## src/rtl/pinmux_pkg.sv

```systemverilog
package pinmux_pkg;

   // ------------------------------------------------------------------
   // Widths
   // ------------------------------------------------------------------
   localparam int REG_DATA_W    = 32;
   localparam int REG_BE_W      = REG_DATA_W / 8;
   localparam int REG_ADDR_W    = 8;                  // Byte address on the bus
   localparam int WORD_ADDR_LSB = 2;
   localparam int WORD_ADDR_W   = 5;                  // Byte address bits 6..2
   localparam int GPIO_W        = 32;
   localparam int IRQ_W         = 16;
   localparam int USER_IRQ_W    = 3;

   typedef logic [REG_DATA_W-1:0]  reg_data_t;
   typedef logic [REG_BE_W-1:0]    reg_be_t;
   typedef logic [WORD_ADDR_W-1:0] reg_word_addr_t;
   typedef logic [GPIO_W-1:0]      gpio_vec_t;        // One bit per pin
   typedef logic [IRQ_W-1:0]       irq_vec_t;
   typedef logic [USER_IRQ_W-1:0]  user_irq_t;

   // One-shot write request, 42 bits
   typedef struct packed {
      logic           strobe;
      reg_word_addr_t addr;
      reg_data_t      wdata;
      reg_be_t        be;
   } reg_wr_req_t;

   // GPIO config going out to the pad control block
   typedef struct packed {
      gpio_vec_t out_data;
      gpio_vec_t dir_sel;      // Pin direction at the pad
      gpio_vec_t out_type;     // 0 static, 1 waveform
      gpio_vec_t posedge_sel;
      gpio_vec_t negedge_sel;
   } gpio_cfg_t;

   // ------------------------------------------------------------------
   // Register map, word addresses
   // ------------------------------------------------------------------
   localparam reg_word_addr_t ADDR_CHIP_ID   = 5'd0;
   localparam reg_word_addr_t ADDR_FUSE_ID   = 5'd1;
   localparam reg_word_addr_t ADDR_GPIO_IN   = 5'd2;
   localparam reg_word_addr_t ADDR_GPIO_OUT  = 5'd3;
   localparam reg_word_addr_t ADDR_GPIO_DIR  = 5'd4;
   localparam reg_word_addr_t ADDR_GPIO_TYPE = 5'd5;
   localparam reg_word_addr_t ADDR_IRQ_CTRL  = 5'd6;
   localparam reg_word_addr_t ADDR_INT_STAT  = 5'd9;  // W1C
   localparam reg_word_addr_t ADDR_INT_SET   = 5'd10; // W1S, reads status
   localparam reg_word_addr_t ADDR_INT_MASK  = 5'd11;
   localparam reg_word_addr_t ADDR_POS_SEL   = 5'd12;
   localparam reg_word_addr_t ADDR_NEG_SEL   = 5'd13;

   // Chip identity
   localparam logic [15:0] MANU_ID  = 16'h8949;
   localparam logic [7:0]  CHIP_NUM = 8'h02;
   localparam logic [7:0]  CHIP_REV = 8'h01;
   localparam reg_data_t CHIP_ID_VALUE = {MANU_ID, CHIP_NUM, CHIP_REV};
   localparam reg_data_t FUSE_ID_RESET = 32'hA55A_A55A;

   // Interrupt control register layout
   localparam int IRQ_CTRL_BITS  = 15;
   localparam int SOFT_IRQ_BIT   = 11;
   localparam int USER_IRQ_LSB   = 12;
   localparam int IRQ_CTRL_LINES = 11;                // Low bits routed to irq_lines

   // Expand byte enables to a per-bit mask
   function automatic reg_data_t be_mask(reg_be_t be);
      reg_data_t mask;
      for (int i = 0; i < REG_BE_W; i++)
      begin
         mask[i*8 +: 8] = {8{be[i]}};
      end
      return mask;
   endfunction

endpackage

```

## src/rtl/gpio_in_sync.sv

```systemverilog
`timescale 1ns/1ps

module gpio_in_sync (
   input  logic                   mclk,
   input  logic                   h_reset_n,
   input  pinmux_pkg::gpio_vec_t  gpio_in_data,    // Async pad inputs
   output pinmux_pkg::gpio_vec_t  gpio_sync,       // After two flops
   output pinmux_pkg::gpio_vec_t  gpio_captured    // Third stage, register 2
);

   import pinmux_pkg::*;

   gpio_vec_t gpio_meta;   // First stage, may go metastable

   // ------------------------------------------------------------------
   // Double sync, then capture
   // ------------------------------------------------------------------
   // Captured value lags gpio_sync by one edge so edge logic downstream
   // can compare current against previous
   always_ff @(posedge mclk or negedge h_reset_n)
   begin
      if (!h_reset_n)
      begin
         gpio_meta     <= '0;
         gpio_sync     <= '0;
         gpio_captured <= '0;
      end
      else
      begin
         gpio_meta     <= gpio_in_data;
         gpio_sync     <= gpio_meta;
         gpio_captured <= gpio_sync;     // Read back at address 2
      end
   end

endmodule

```

## src/rtl/gpio_int_status.sv

```systemverilog
`timescale 1ns/1ps

module gpio_int_status (
   input  logic                     mclk,
   input  logic                     h_reset_n,
   input  pinmux_pkg::reg_wr_req_t  wr_req,
   input  pinmux_pkg::gpio_vec_t    gpio_int_event,  // Edge events from GPIO block
   input  pinmux_pkg::gpio_vec_t    int_mask,
   output pinmux_pkg::gpio_vec_t    int_status,
   output logic                     gpio_intr        // To irq_lines bit 15
);

   import pinmux_pkg::*;

   reg_data_t wr_mask;
   gpio_vec_t sw_clr;      // Bits written one at address 9
   gpio_vec_t sw_set;      // Bits written one at address 10
   gpio_vec_t status_nxt;

   assign wr_mask = be_mask(wr_req.be);

   // ------------------------------------------------------------------
   // Software set and clear
   // ------------------------------------------------------------------
   always_comb
   begin
      sw_clr = '0;
      sw_set = '0;
      if (wr_req.strobe && (wr_req.addr == ADDR_INT_STAT))
      begin
         sw_clr = wr_req.wdata & wr_mask;    // Write one to clear
      end
      if (wr_req.strobe && (wr_req.addr == ADDR_INT_SET))
      begin
         sw_set = wr_req.wdata & wr_mask;    // Write one to set
      end

      // Events ORed last so posting beats a clear in the same cycle
      status_nxt = (int_status & ~sw_clr) | sw_set | gpio_int_event;
   end

   // Sticky status, updated every cycle
   always_ff @(posedge mclk or negedge h_reset_n)
   begin
      if (!h_reset_n)
      begin
         int_status <= '0;
      end
      else
      begin
         int_status <= status_nxt;
      end
   end

   assign gpio_intr = |(int_status & int_mask);

endmodule

```

## src/rtl/pinmux_cfg_regs.sv

```systemverilog
`timescale 1ns/1ps

module pinmux_cfg_regs (
   input  logic                     mclk,
   input  logic                     h_reset_n,
   input  pinmux_pkg::reg_wr_req_t  wr_req,

   // Interrupt sources
   input  logic [1:0]               ext_intr_in,
   input  logic                     usb_intr,
   input  logic                     i2cm_intr,
   input  logic                     gpio_intr,      // Masked GPIO status

   // Register values
   output pinmux_pkg::reg_data_t    fuse_mhartid,
   output pinmux_pkg::reg_data_t    irq_ctrl,       // Readback of register 6
   output pinmux_pkg::gpio_cfg_t    gpio_cfg,
   output pinmux_pkg::gpio_vec_t    int_mask,

   // RISC interrupt lines
   output pinmux_pkg::irq_vec_t     irq_lines,
   output logic                     soft_irq,
   output pinmux_pkg::user_irq_t    user_irq
);

   import pinmux_pkg::*;

   reg_data_t                wr_mask;      // Byte enables per bit
   reg_data_t                irq_ctrl_wr;  // Register 6 after merge
   logic [IRQ_CTRL_BITS-1:0] irq_ctrl_q;   // Only implemented bits

   // Replace enabled bytes of a register with write data
   function automatic reg_data_t merge(reg_data_t old_val, reg_data_t wdata,
                                       reg_data_t mask);
      return (old_val & ~mask) | (wdata & mask);
   endfunction

   assign wr_mask = be_mask(wr_req.be);

   // Bytes 2 and 3 fall outside the implemented field and are dropped
   assign irq_ctrl_wr = merge(irq_ctrl, wr_req.wdata, wr_mask);

   // ------------------------------------------------------------------
   // Writable registers
   // ------------------------------------------------------------------
   always_ff @(posedge mclk or negedge h_reset_n)
   begin
      if (!h_reset_n)
      begin
         fuse_mhartid <= FUSE_ID_RESET;  // Non-zero hart ID at reset
         gpio_cfg     <= '0;
         int_mask     <= '0;             // All GPIO interrupts masked
         irq_ctrl_q   <= '0;
      end
      else if (wr_req.strobe)
      begin
         case (wr_req.addr)
            ADDR_FUSE_ID   : fuse_mhartid <= merge(fuse_mhartid, wr_req.wdata, wr_mask);
            ADDR_GPIO_OUT  :
            begin
               gpio_cfg.out_data <= merge(gpio_cfg.out_data, wr_req.wdata, wr_mask);
            end
            ADDR_GPIO_DIR  :
            begin
               gpio_cfg.dir_sel <= merge(gpio_cfg.dir_sel, wr_req.wdata, wr_mask);
            end
            ADDR_GPIO_TYPE :
            begin
               gpio_cfg.out_type <= merge(gpio_cfg.out_type, wr_req.wdata, wr_mask);
            end
            ADDR_IRQ_CTRL  : irq_ctrl_q <= irq_ctrl_wr[IRQ_CTRL_BITS-1:0];
            ADDR_INT_MASK  : int_mask <= merge(int_mask, wr_req.wdata, wr_mask);
            ADDR_POS_SEL   :
            begin
               gpio_cfg.posedge_sel <= merge(gpio_cfg.posedge_sel, wr_req.wdata, wr_mask);
            end
            ADDR_NEG_SEL   :
            begin
               gpio_cfg.negedge_sel <= merge(gpio_cfg.negedge_sel, wr_req.wdata, wr_mask);
            end
            default        : ;            // Read-only, status or unused
         endcase
      end
   end

   // Upper bits of register 6 read as zero
   assign irq_ctrl = {{(REG_DATA_W - IRQ_CTRL_BITS){1'b0}}, irq_ctrl_q};

   // ------------------------------------------------------------------
   // Interrupt line composition
   // ------------------------------------------------------------------
   // MSB first: gpio, ext[1:0], usb, i2cm, then software lines
   assign irq_lines = {gpio_intr, ext_intr_in, usb_intr, i2cm_intr,
                       irq_ctrl_q[IRQ_CTRL_LINES-1:0]};
   assign soft_irq  = irq_ctrl_q[SOFT_IRQ_BIT];
   assign user_irq  = irq_ctrl_q[USER_IRQ_LSB +: USER_IRQ_W];

endmodule

```

## src/rtl/pinmux_read_mux.sv

```systemverilog
`timescale 1ns/1ps

module pinmux_read_mux (
   input  pinmux_pkg::reg_word_addr_t  rd_addr,
   input  pinmux_pkg::reg_data_t       fuse_mhartid,
   input  pinmux_pkg::reg_data_t       irq_ctrl,
   input  pinmux_pkg::gpio_vec_t       gpio_captured,
   input  pinmux_pkg::gpio_vec_t       int_status,
   input  pinmux_pkg::gpio_vec_t       int_mask,
   input  pinmux_pkg::gpio_cfg_t       gpio_cfg,
   output pinmux_pkg::reg_data_t       rd_data
);

   import pinmux_pkg::*;

   // ------------------------------------------------------------------
   // Read map
   // ------------------------------------------------------------------
   always_comb
   begin
      rd_data = '0;                                    // Unused addresses
      case (rd_addr)
         ADDR_CHIP_ID   : rd_data = CHIP_ID_VALUE;
         ADDR_FUSE_ID   : rd_data = fuse_mhartid;
         ADDR_GPIO_IN   : rd_data = gpio_captured;
         ADDR_GPIO_OUT  : rd_data = gpio_cfg.out_data;
         ADDR_GPIO_DIR  : rd_data = gpio_cfg.dir_sel;
         ADDR_GPIO_TYPE : rd_data = gpio_cfg.out_type;
         ADDR_IRQ_CTRL  : rd_data = irq_ctrl;
         // Set register has no storage of its own
         ADDR_INT_STAT,
         ADDR_INT_SET   : rd_data = int_status;
         ADDR_INT_MASK  : rd_data = int_mask;
         ADDR_POS_SEL   : rd_data = gpio_cfg.posedge_sel;
         ADDR_NEG_SEL   : rd_data = gpio_cfg.negedge_sel;
         default        : rd_data = '0;
      endcase
   end

endmodule

```

## src/rtl/pinmux_reg_top.sv

```systemverilog
`timescale 1ns/1ps

module pinmux_reg_top (
   input  logic                   mclk,
   input  logic                   h_reset_n,

   // Register bus
   input  logic                   reg_cs,
   input  logic                   reg_wr,
   input  logic [7:0]             reg_addr,
   input  pinmux_pkg::reg_data_t  reg_wdata,
   input  pinmux_pkg::reg_be_t    reg_be,
   output pinmux_pkg::reg_data_t  reg_rdata,
   output logic                   reg_ack,

   // Interrupt sources
   input  logic [1:0]             ext_intr_in,
   input  logic                   usb_intr,
   input  logic                   i2cm_intr,
   input  pinmux_pkg::gpio_vec_t  gpio_in_data,
   input  pinmux_pkg::gpio_vec_t  gpio_int_event,

   // RISC config
   output pinmux_pkg::reg_data_t  fuse_mhartid,
   output pinmux_pkg::irq_vec_t   irq_lines,
   output logic                   soft_irq,
   output pinmux_pkg::user_irq_t  user_irq,

   // GPIO side
   output pinmux_pkg::gpio_cfg_t  gpio_cfg,
   output pinmux_pkg::gpio_vec_t  cfg_gpio_data_in,
   output pinmux_pkg::gpio_vec_t  gpio_prev_indata
);

   import pinmux_pkg::*;

   reg_wr_req_t    wr_req;
   reg_word_addr_t rd_addr;
   reg_data_t      rd_data;
   reg_data_t      irq_ctrl;
   gpio_vec_t      int_mask;
   gpio_vec_t      int_status;
   logic           gpio_intr;

   reg_bus_frontend u_frontend (
      .mclk, .h_reset_n, .reg_cs, .reg_wr, .reg_addr, .reg_wdata, .reg_be,
      .rd_data, .wr_req, .rd_addr, .reg_rdata, .reg_ack
   );

   gpio_in_sync u_gpio_sync (
      .mclk, .h_reset_n, .gpio_in_data,
      .gpio_sync     (gpio_prev_indata),
      .gpio_captured (cfg_gpio_data_in)
   );

   pinmux_cfg_regs u_cfg_regs (
      .mclk, .h_reset_n, .wr_req, .ext_intr_in, .usb_intr, .i2cm_intr, .gpio_intr,
      .fuse_mhartid, .irq_ctrl, .gpio_cfg, .int_mask, .irq_lines, .soft_irq, .user_irq
   );

   gpio_int_status u_int_status (
      .mclk, .h_reset_n, .wr_req, .gpio_int_event, .int_mask, .int_status, .gpio_intr
   );

   pinmux_read_mux u_read_mux (
      .rd_addr, .fuse_mhartid, .irq_ctrl,
      .gpio_captured (cfg_gpio_data_in),
      .int_status, .int_mask, .gpio_cfg, .rd_data
   );

endmodule

```

## src/rtl/reg_bus_frontend.sv

```systemverilog
`timescale 1ns/1ps

module reg_bus_frontend (
   input  logic                        mclk,
   input  logic                        h_reset_n,

   // Register bus, slave side
   input  logic                        reg_cs,
   input  logic                        reg_wr,
   input  logic [7:0]                  reg_addr,
   input  pinmux_pkg::reg_data_t       reg_wdata,
   input  pinmux_pkg::reg_be_t         reg_be,
   output pinmux_pkg::reg_data_t       reg_rdata,
   output logic                        reg_ack,

   // Towards the register file
   input  pinmux_pkg::reg_data_t       rd_data,   // From read mux
   output pinmux_pkg::reg_wr_req_t     wr_req,
   output pinmux_pkg::reg_word_addr_t  rd_addr
);

   import pinmux_pkg::*;

   logic access;      // Access accepted on this edge

   // ------------------------------------------------------------------
   // Request decode
   // ------------------------------------------------------------------
   // Ack low marks the first cycle of an access, so the strobe is a
   // single pulse even while the master keeps reg_cs up
   assign access = reg_cs & ~reg_ack;

   assign rd_addr = reg_addr[WORD_ADDR_LSB +: WORD_ADDR_W];

   always_comb
   begin
      wr_req.strobe = access & reg_wr;
      wr_req.addr   = rd_addr;            // Same word index for both directions
      wr_req.wdata  = reg_wdata;
      wr_req.be     = reg_be;
   end

   // ------------------------------------------------------------------
   // Response
   // ------------------------------------------------------------------
   always_ff @(posedge mclk or negedge h_reset_n)
   begin
      if (!h_reset_n)
      begin
         reg_ack <= 1'b0;
      end
      else
      begin
         reg_ack <= access;               // High one cycle per access
      end
   end

   // Read data captured with the ack
   always_ff @(posedge mclk)
   begin
      if (access)
      begin
         reg_rdata <= rd_data;
      end
   end

endmodule

```

## config.mk

```make
export PLATFORM = sky130hd
export DESIGN_NAME = pinmux_reg_top
export DESIGN_NICKNAME = d
export VERILOG_FILES = /design/src/rtl/pinmux_pkg.sv /design/src/rtl/gpio_in_sync.sv /design/src/rtl/gpio_int_status.sv /design/src/rtl/pinmux_cfg_regs.sv /design/src/rtl/pinmux_read_mux.sv /design/src/rtl/pinmux_reg_top.sv /design/src/rtl/reg_bus_frontend.sv
export SDC_FILE = /design/constraint.sdc
export NUM_CORES = 1
export LEC_CHECK = 0
export ABC_AREA = 1
export BUFFER_PORTS_ARGS = -buffer_cell sky130_fd_sc_hd__buf_2
export CAP_MARGIN = 20
export CORE_UTILIZATION = 50
export CTS_CLUSTER_DIAMETER = 40
export DETAILED_ROUTE_END_ITERATION = 10
export PLACE_DENSITY = 0.76
export SKIP_LAST_GASP = 1
export SLEW_MARGIN = 10
export SYNTH_ARGS = -nofsm -noshare
export SYNTH_HDL_FRONTEND = slang
export SYNTH_SLANG_ARGS = --single-unit
```

## constraint.sdc

```tcl
create_clock -name mclk -period 2.8 [get_ports mclk]
set_input_delay 0.28 -clock mclk [delete_from_list [all_inputs] [get_ports mclk]]
set_output_delay 0.28 -clock mclk [all_outputs]
set_load 0.05 [all_outputs]
```

; Yosys cells after proc, flatten, opt, wreduce, memory -nomap -nowiden
; Cells that the tools add are included.
[totals]
regBits = 400
in_bits = 116
output_inout_bits = 309
elab_cells = 67
[classes]
eq_ne = 11
muxes = 3
bitwise = 26
n_reduce_logical = 13
[op_table]
columns = op, count
row1 = 32-bit one-hot mux with 11 select lines, 1
row2 = 32-bit bitwise AND, 10
row3 = 32-bit bitwise OR, 9
row4 = 32-bit two-way mux, 2
row5 = 32-bit inverter, 2
row6 = 32-bit OR reduction, 1
row7 = "5-bit by 4-bit equality test with 1-bit output, second input constant", 5
row8 = 2-bit AND reduction, 8
row9 = 15-bit bitwise AND, 1
row10 = "5-bit by 3-bit equality test with 1-bit output, second input constant", 3
row11 = 15-bit bitwise OR, 1
row12 = "5-bit by 2-bit equality test with 1-bit output, second input constant", 2
row13 = "5-bit by 1-bit equality test with 1-bit output, second input constant", 1
row14 = 5-bit logical NOT, 1
row15 = 1-bit bitwise AND, 2
row16 = 1-bit logical AND, 2
row17 = 2-bit OR reduction, 1
row18 = 1-bit inverter, 1

; Logic depth before layout (Yosys ltp)
[depth]
word_depth = 9
ltp_mapped = 10
depth_no_buf = 7

; By module
; From an unflattened synthesis, not the netlist that was laid out.
[hier_totals]
hier_cells = 2435
area_unflattened_um2 = 19705.1
[by_module_without_submodules]
columns = module, instances, cells_each, area_each_um2, seq_area_each_um2
row1 = pinmux_cfg_regs, 1, 1137, 10307.4, 6000.8
row2 = pinmux_read_mux, 1, 709, 3214.3, 0.0
row3 = gpio_int_status, 1, 409, 2426.1, 800.8
row4 = gpio_in_sync, 1, 96, 2402.3, 2402.3
row5 = reg_bus_frontend, 1, 84, 1355.0, 985.9

; Worst setup path before layout
; No wires, ideal clock.
[synth_path]
path_type = register to register
from = reg u_frontend.reg_ack
to = reg (tool-made name)
arrival_ps = 2248
t_required_ps = 2672
path_slack_ps = 424
stages_incl_launch_ff = 9
n_path_buf = 2
synth_period_minus_slack_ps = 2376
path_cell_list = dfrtp_1 -> nor2_4 -> nand2_2 -> inv_2 -> buf_6 -> nand3_1 -> buf_2 -> nand2_1 -> o21ai_0
[synth_lines]
columns = item, line
row1 = from (decl), reg_bus_frontend.sv:14  ; output logic reg_ack,
row2 = from (signal assigned), reg_bus_frontend.sv:54  ; reg_ack <= access;

; Worst setup path after layout
[layout_path]
from = reg u_frontend.reg_ack
to = reg u_int_status.int_status[7]
[layout_between]
elab_chain_cells = 9
elab_cells_between_ends = 11
classes_between = mux (2) / bitwise (7) / reduce/logical (2)
[layout_rtl]
columns = item, line
row1 = 1-bit inverter (*), reg_bus_frontend.sv:31  ; assign access = reg_cs & ~reg_ack;
row2 = 1-bit bitwise AND (*), reg_bus_frontend.sv:31
row3 = via u_frontend.access, reg_bus_frontend.sv:24  ; logic access;
row4 = 1-bit bitwise AND (*), reg_bus_frontend.sv:37  ; wr_req.strobe = access & reg_wr;
row5 = 1-bit logical AND, gpio_int_status.sv:29  ; if (wr_req.strobe && (wr_req.addr == ADDR_INT_STAT))
row6 = 32-bit two-way mux, gpio_int_status.sv:29
row7 = 32-bit inverter, gpio_int_status.sv:39  ; status_nxt = (int_status & ~sw_clr) | sw_set | gpio_int_event;
row8 = 32-bit bitwise AND, gpio_int_status.sv:39
row9 = 32-bit bitwise OR (*) (2 in a row), gpio_int_status.sv:39
row10 = via u_int_status.status_nxt[7], gpio_int_status.sv:18  ; gpio_vec_t status_nxt;
row11 = to (signal assigned), gpio_int_status.sv:51  ; int_status <= status_nxt;
row12 = to (decl), gpio_int_status.sv:9  ; output pinmux_pkg::gpio_vec_t int_status,
; Mark *: on every way through the listed nets, which the timed path passes. The rest lies on a longest branch.
; A chain may end at the register's enable or synchronous reset.

==> run summary <==
Global-route wire length before repair = 90100 um
Hpwl dp = 40500 um
Area post-placement = 0.0195 mm^2
DR vias = 16300
Chip height = 186 um
Fill count = 2660
P&R area growth vs syn = 30.9%
Antenna viol nets, final = 0
Initial cell density of the core = 50.7%
Worst slew pin tran = 1080 ps
Setup Viol. Count Final = 0
TritonRoute pass-1 iters = 6
Top cells by area, synth = dfrtp_1 52%, nand2_1 12%, o21ai_0 5.9%
Maxcap violations = 0
Fin crit period = 2640 ps
GRT overflow = 0
Initial antenna violation count = 7
Critical path peak fanout = 19
Number of slew-limit violations in the final report = 0
Proportion of layout cells with a drive suffix above 1 = 25.0%
DR vias/cell = 5.67
Post-synth top area share = 51.9%
Top_reg_cell synth = dfrtp_1
Placer's final routability congestion estimate = 0.927
Synthesis-stage register bit count = 400
Synth Area in Simple Gates = 25.3%
Synth area leader = dfrtp_1
Die Footprint = 0.0347 mm^2
# clock sinks = 400
CTS tree = built
Clock Skew = 23.8 ps
Post-synthesis mux area share = 0%
CP max stage cell = dlygate4sd3_1
Total GRT Usage = 34.9%
CTS buffer count = 56
Largest family of logic cells by synthesized area = simple AND/OR/NAND/NOR gates
Type of the worst setup path = flip-flop to flip-flop
Pwr dens = 735 mW/mm^2
Yosys warnings = 0
Clk root buf = clkbuf_16
CP endpoint kind = flip-flop
Vias in the first global route = 15500
Req. time, crit path = 3280 ps
Core area = 0.0334 mm^2
CP startpoint kind = flip-flop
Post-synthesis xor/xnor area fraction = 0%
Synth Area in Compound Gates = 8.71%
Final period util = 94.1%
Pleak = 11.5 nW
Initial DRC Count = 1869
Post-Synth Adder-Cell Area = 0%
Max Fclk = 380 MHz
Syn Inst Count = 1915
Worst EP arrival = 3120 ps
Setup TNS = 0 ps
Outcome = complete, no violations
Max incr delay on CP = 570 ps
Crit-path cells = nor2_4, nand2_2, inv_2, nand2_1, buf_4, o21ai_0, nand3_1, dlygate4sd3_1
Sequential share of the synthesized area = 60.0%
Layout Cell Area excl Fill = 0.0222 mm^2
Post-synth EDFFs = 32
Clock transition at path regs = 60 ps
Htree depth = 2
Mapped Area = 0.0170 mm^2
Die Span X = 186 um
Asr flop ratio synth = 92.0%
Worst skew pair latency = 600 ps
Largest net degree at the start of global routing = 89
Synthesized area per cell = 8.86 um^2
Worst Hold Class = input pin to flip-flop
Max VDD drop = 762 uV
Netlist cell types = 25
DRC violations left = 0
RSZ-0062 raised after global routing = no
Syn nets = 2031
Final-report hold violation count = 0
Drt total wl = 60500 um
Fin nets = 2499
WL/cell = 21.0 um
Clock buffer depth = 3
Floorplan row count = 67
Number of buffers added on ports = 413
IO Count = 425
Relative slew margins = 27.5%
## area by class of cell
type / instances / area, um^2 / share of cell area (%)
multi-input combinational: 1270 / 5820 / 26.2
sequential: 400 / 10200 / 45.9
timing repair buffer: 519 / 3090 / 13.9
antenna: 4 / 10.0 / 0.0451
inverter: 136 / 512 / 2.30
tap: 448 / 561 / 2.52
clock buffer: 74 / 1590 / 7.17
clock inverter: 31 / 444 / 2.00
## final timing paths
check,start,to,slack [ps],cells after the start
min reg2reg,u_gpio_sync.gpio_meta[5],u_gpio_sync.gpio_sync[5],340,0
min in group asynchronous,h_reset_n,u_gpio_sync.gpio_meta[30],300,2
max in group asynchronous,h_reset_n,asynchronous set/reset pin,1630,3
max,u_frontend.reg_ack,u_int_status.int_status[7],160,8
min,reg_wdata[22],u_int_status.int_status[22],30,5
max reg2reg,u_frontend.reg_ack,u_int_status.int_status[7],160,8
## synthesized netlist by cell type (5+ instances only)
master and count:
o21ai_0 199, buf_2 38, nand3_1 187, o21ai_2 14
buf_4 9, clkbuf_1 48, a21oi_1 11, edfxtp_1 32
dfrtp_1 352, nor2_4 5, nor2_2 5, dfstp_2 16
inv_1 135, o21ai_1 59, buf_1 13, nand2_1 542
nand2_2 9, nor2_1 125, nand4_1 110
## metrics by stage
step	instances	hold slack (ps)	util [%]	setup slack, ps	total power [mW]
final	2882	25.6	66.4	165	16.3
after detailed placement	2706	335	58.3	286	8.70
after global placement	2706	332	58.3	398	8.66
after floorplan	1915	-15.6	-	424	7.90
after CTS	2878	4.96	66.4	282	16.4
after global routing	2882	39.7	66.4	129	16.8
## critical path, delay by kind of cell (launching register included)
family	cells	cell delay (ps)
AO/OA/AOI/OAI	1	170
buffers and inverters	3	1080
flip-flops	1	400
AND/OR/NAND/NOR	4	850
## cells in the final DEF, fill, tap and decap left out, types with 10 or more instances in the layout
cell,count
buf_4,35
o21ai_0,198
edfxtp_1,32
dlygate4sd3_1,67
nor2_1,120
a21oi_1,11
clkbuf_16,59
nand2_1,542
dfrtp_1,352
o21ai_2,14
nand4_1,110
dfstp_2,16
nand3_1,187
o21ai_1,60
inv_1,134
buf_2,412
nor2_4,10
## metal layers
| metal | GRT usage [%] | vias up | routed length [um] |
|---|---|---|---|
| met5 | 0 | - | 39 |
| met4 | 17.5 | 6 | 3110 |
| met3 | 9.54 | 213 | 6450 |
| met2 | 54.4 | 1044 | 27800 |
| met1 | 45.1 | 7791 | 23100 |
| li1 | - | 7293 | - |
## logic make-up (layout without fill, tap and decap cells)
kind of cell    count (synthesis)  in the layout
buf+inv                       245            760
compound gates                284            284
other cells                     0              4
simple gates                  986            986
flops                         400            400
## where the power goes
group	leakage (nW)	total [mW]	switching [mW]	internal, mW
registers	4.95	6.45	0.265	6.18
clock network	0.987	7.64	2.77	4.87
logic	5.58	2.25	1.75	0.496
total	11.5	16.3	4.79	11.5
## timing repair
action,CTS,global route
endpoints found under the hold margin,139,0
buffers inserted,0,0
gates resized for setup,0,0
hold buffers,67,0
(Power assumes the default switching activity.)
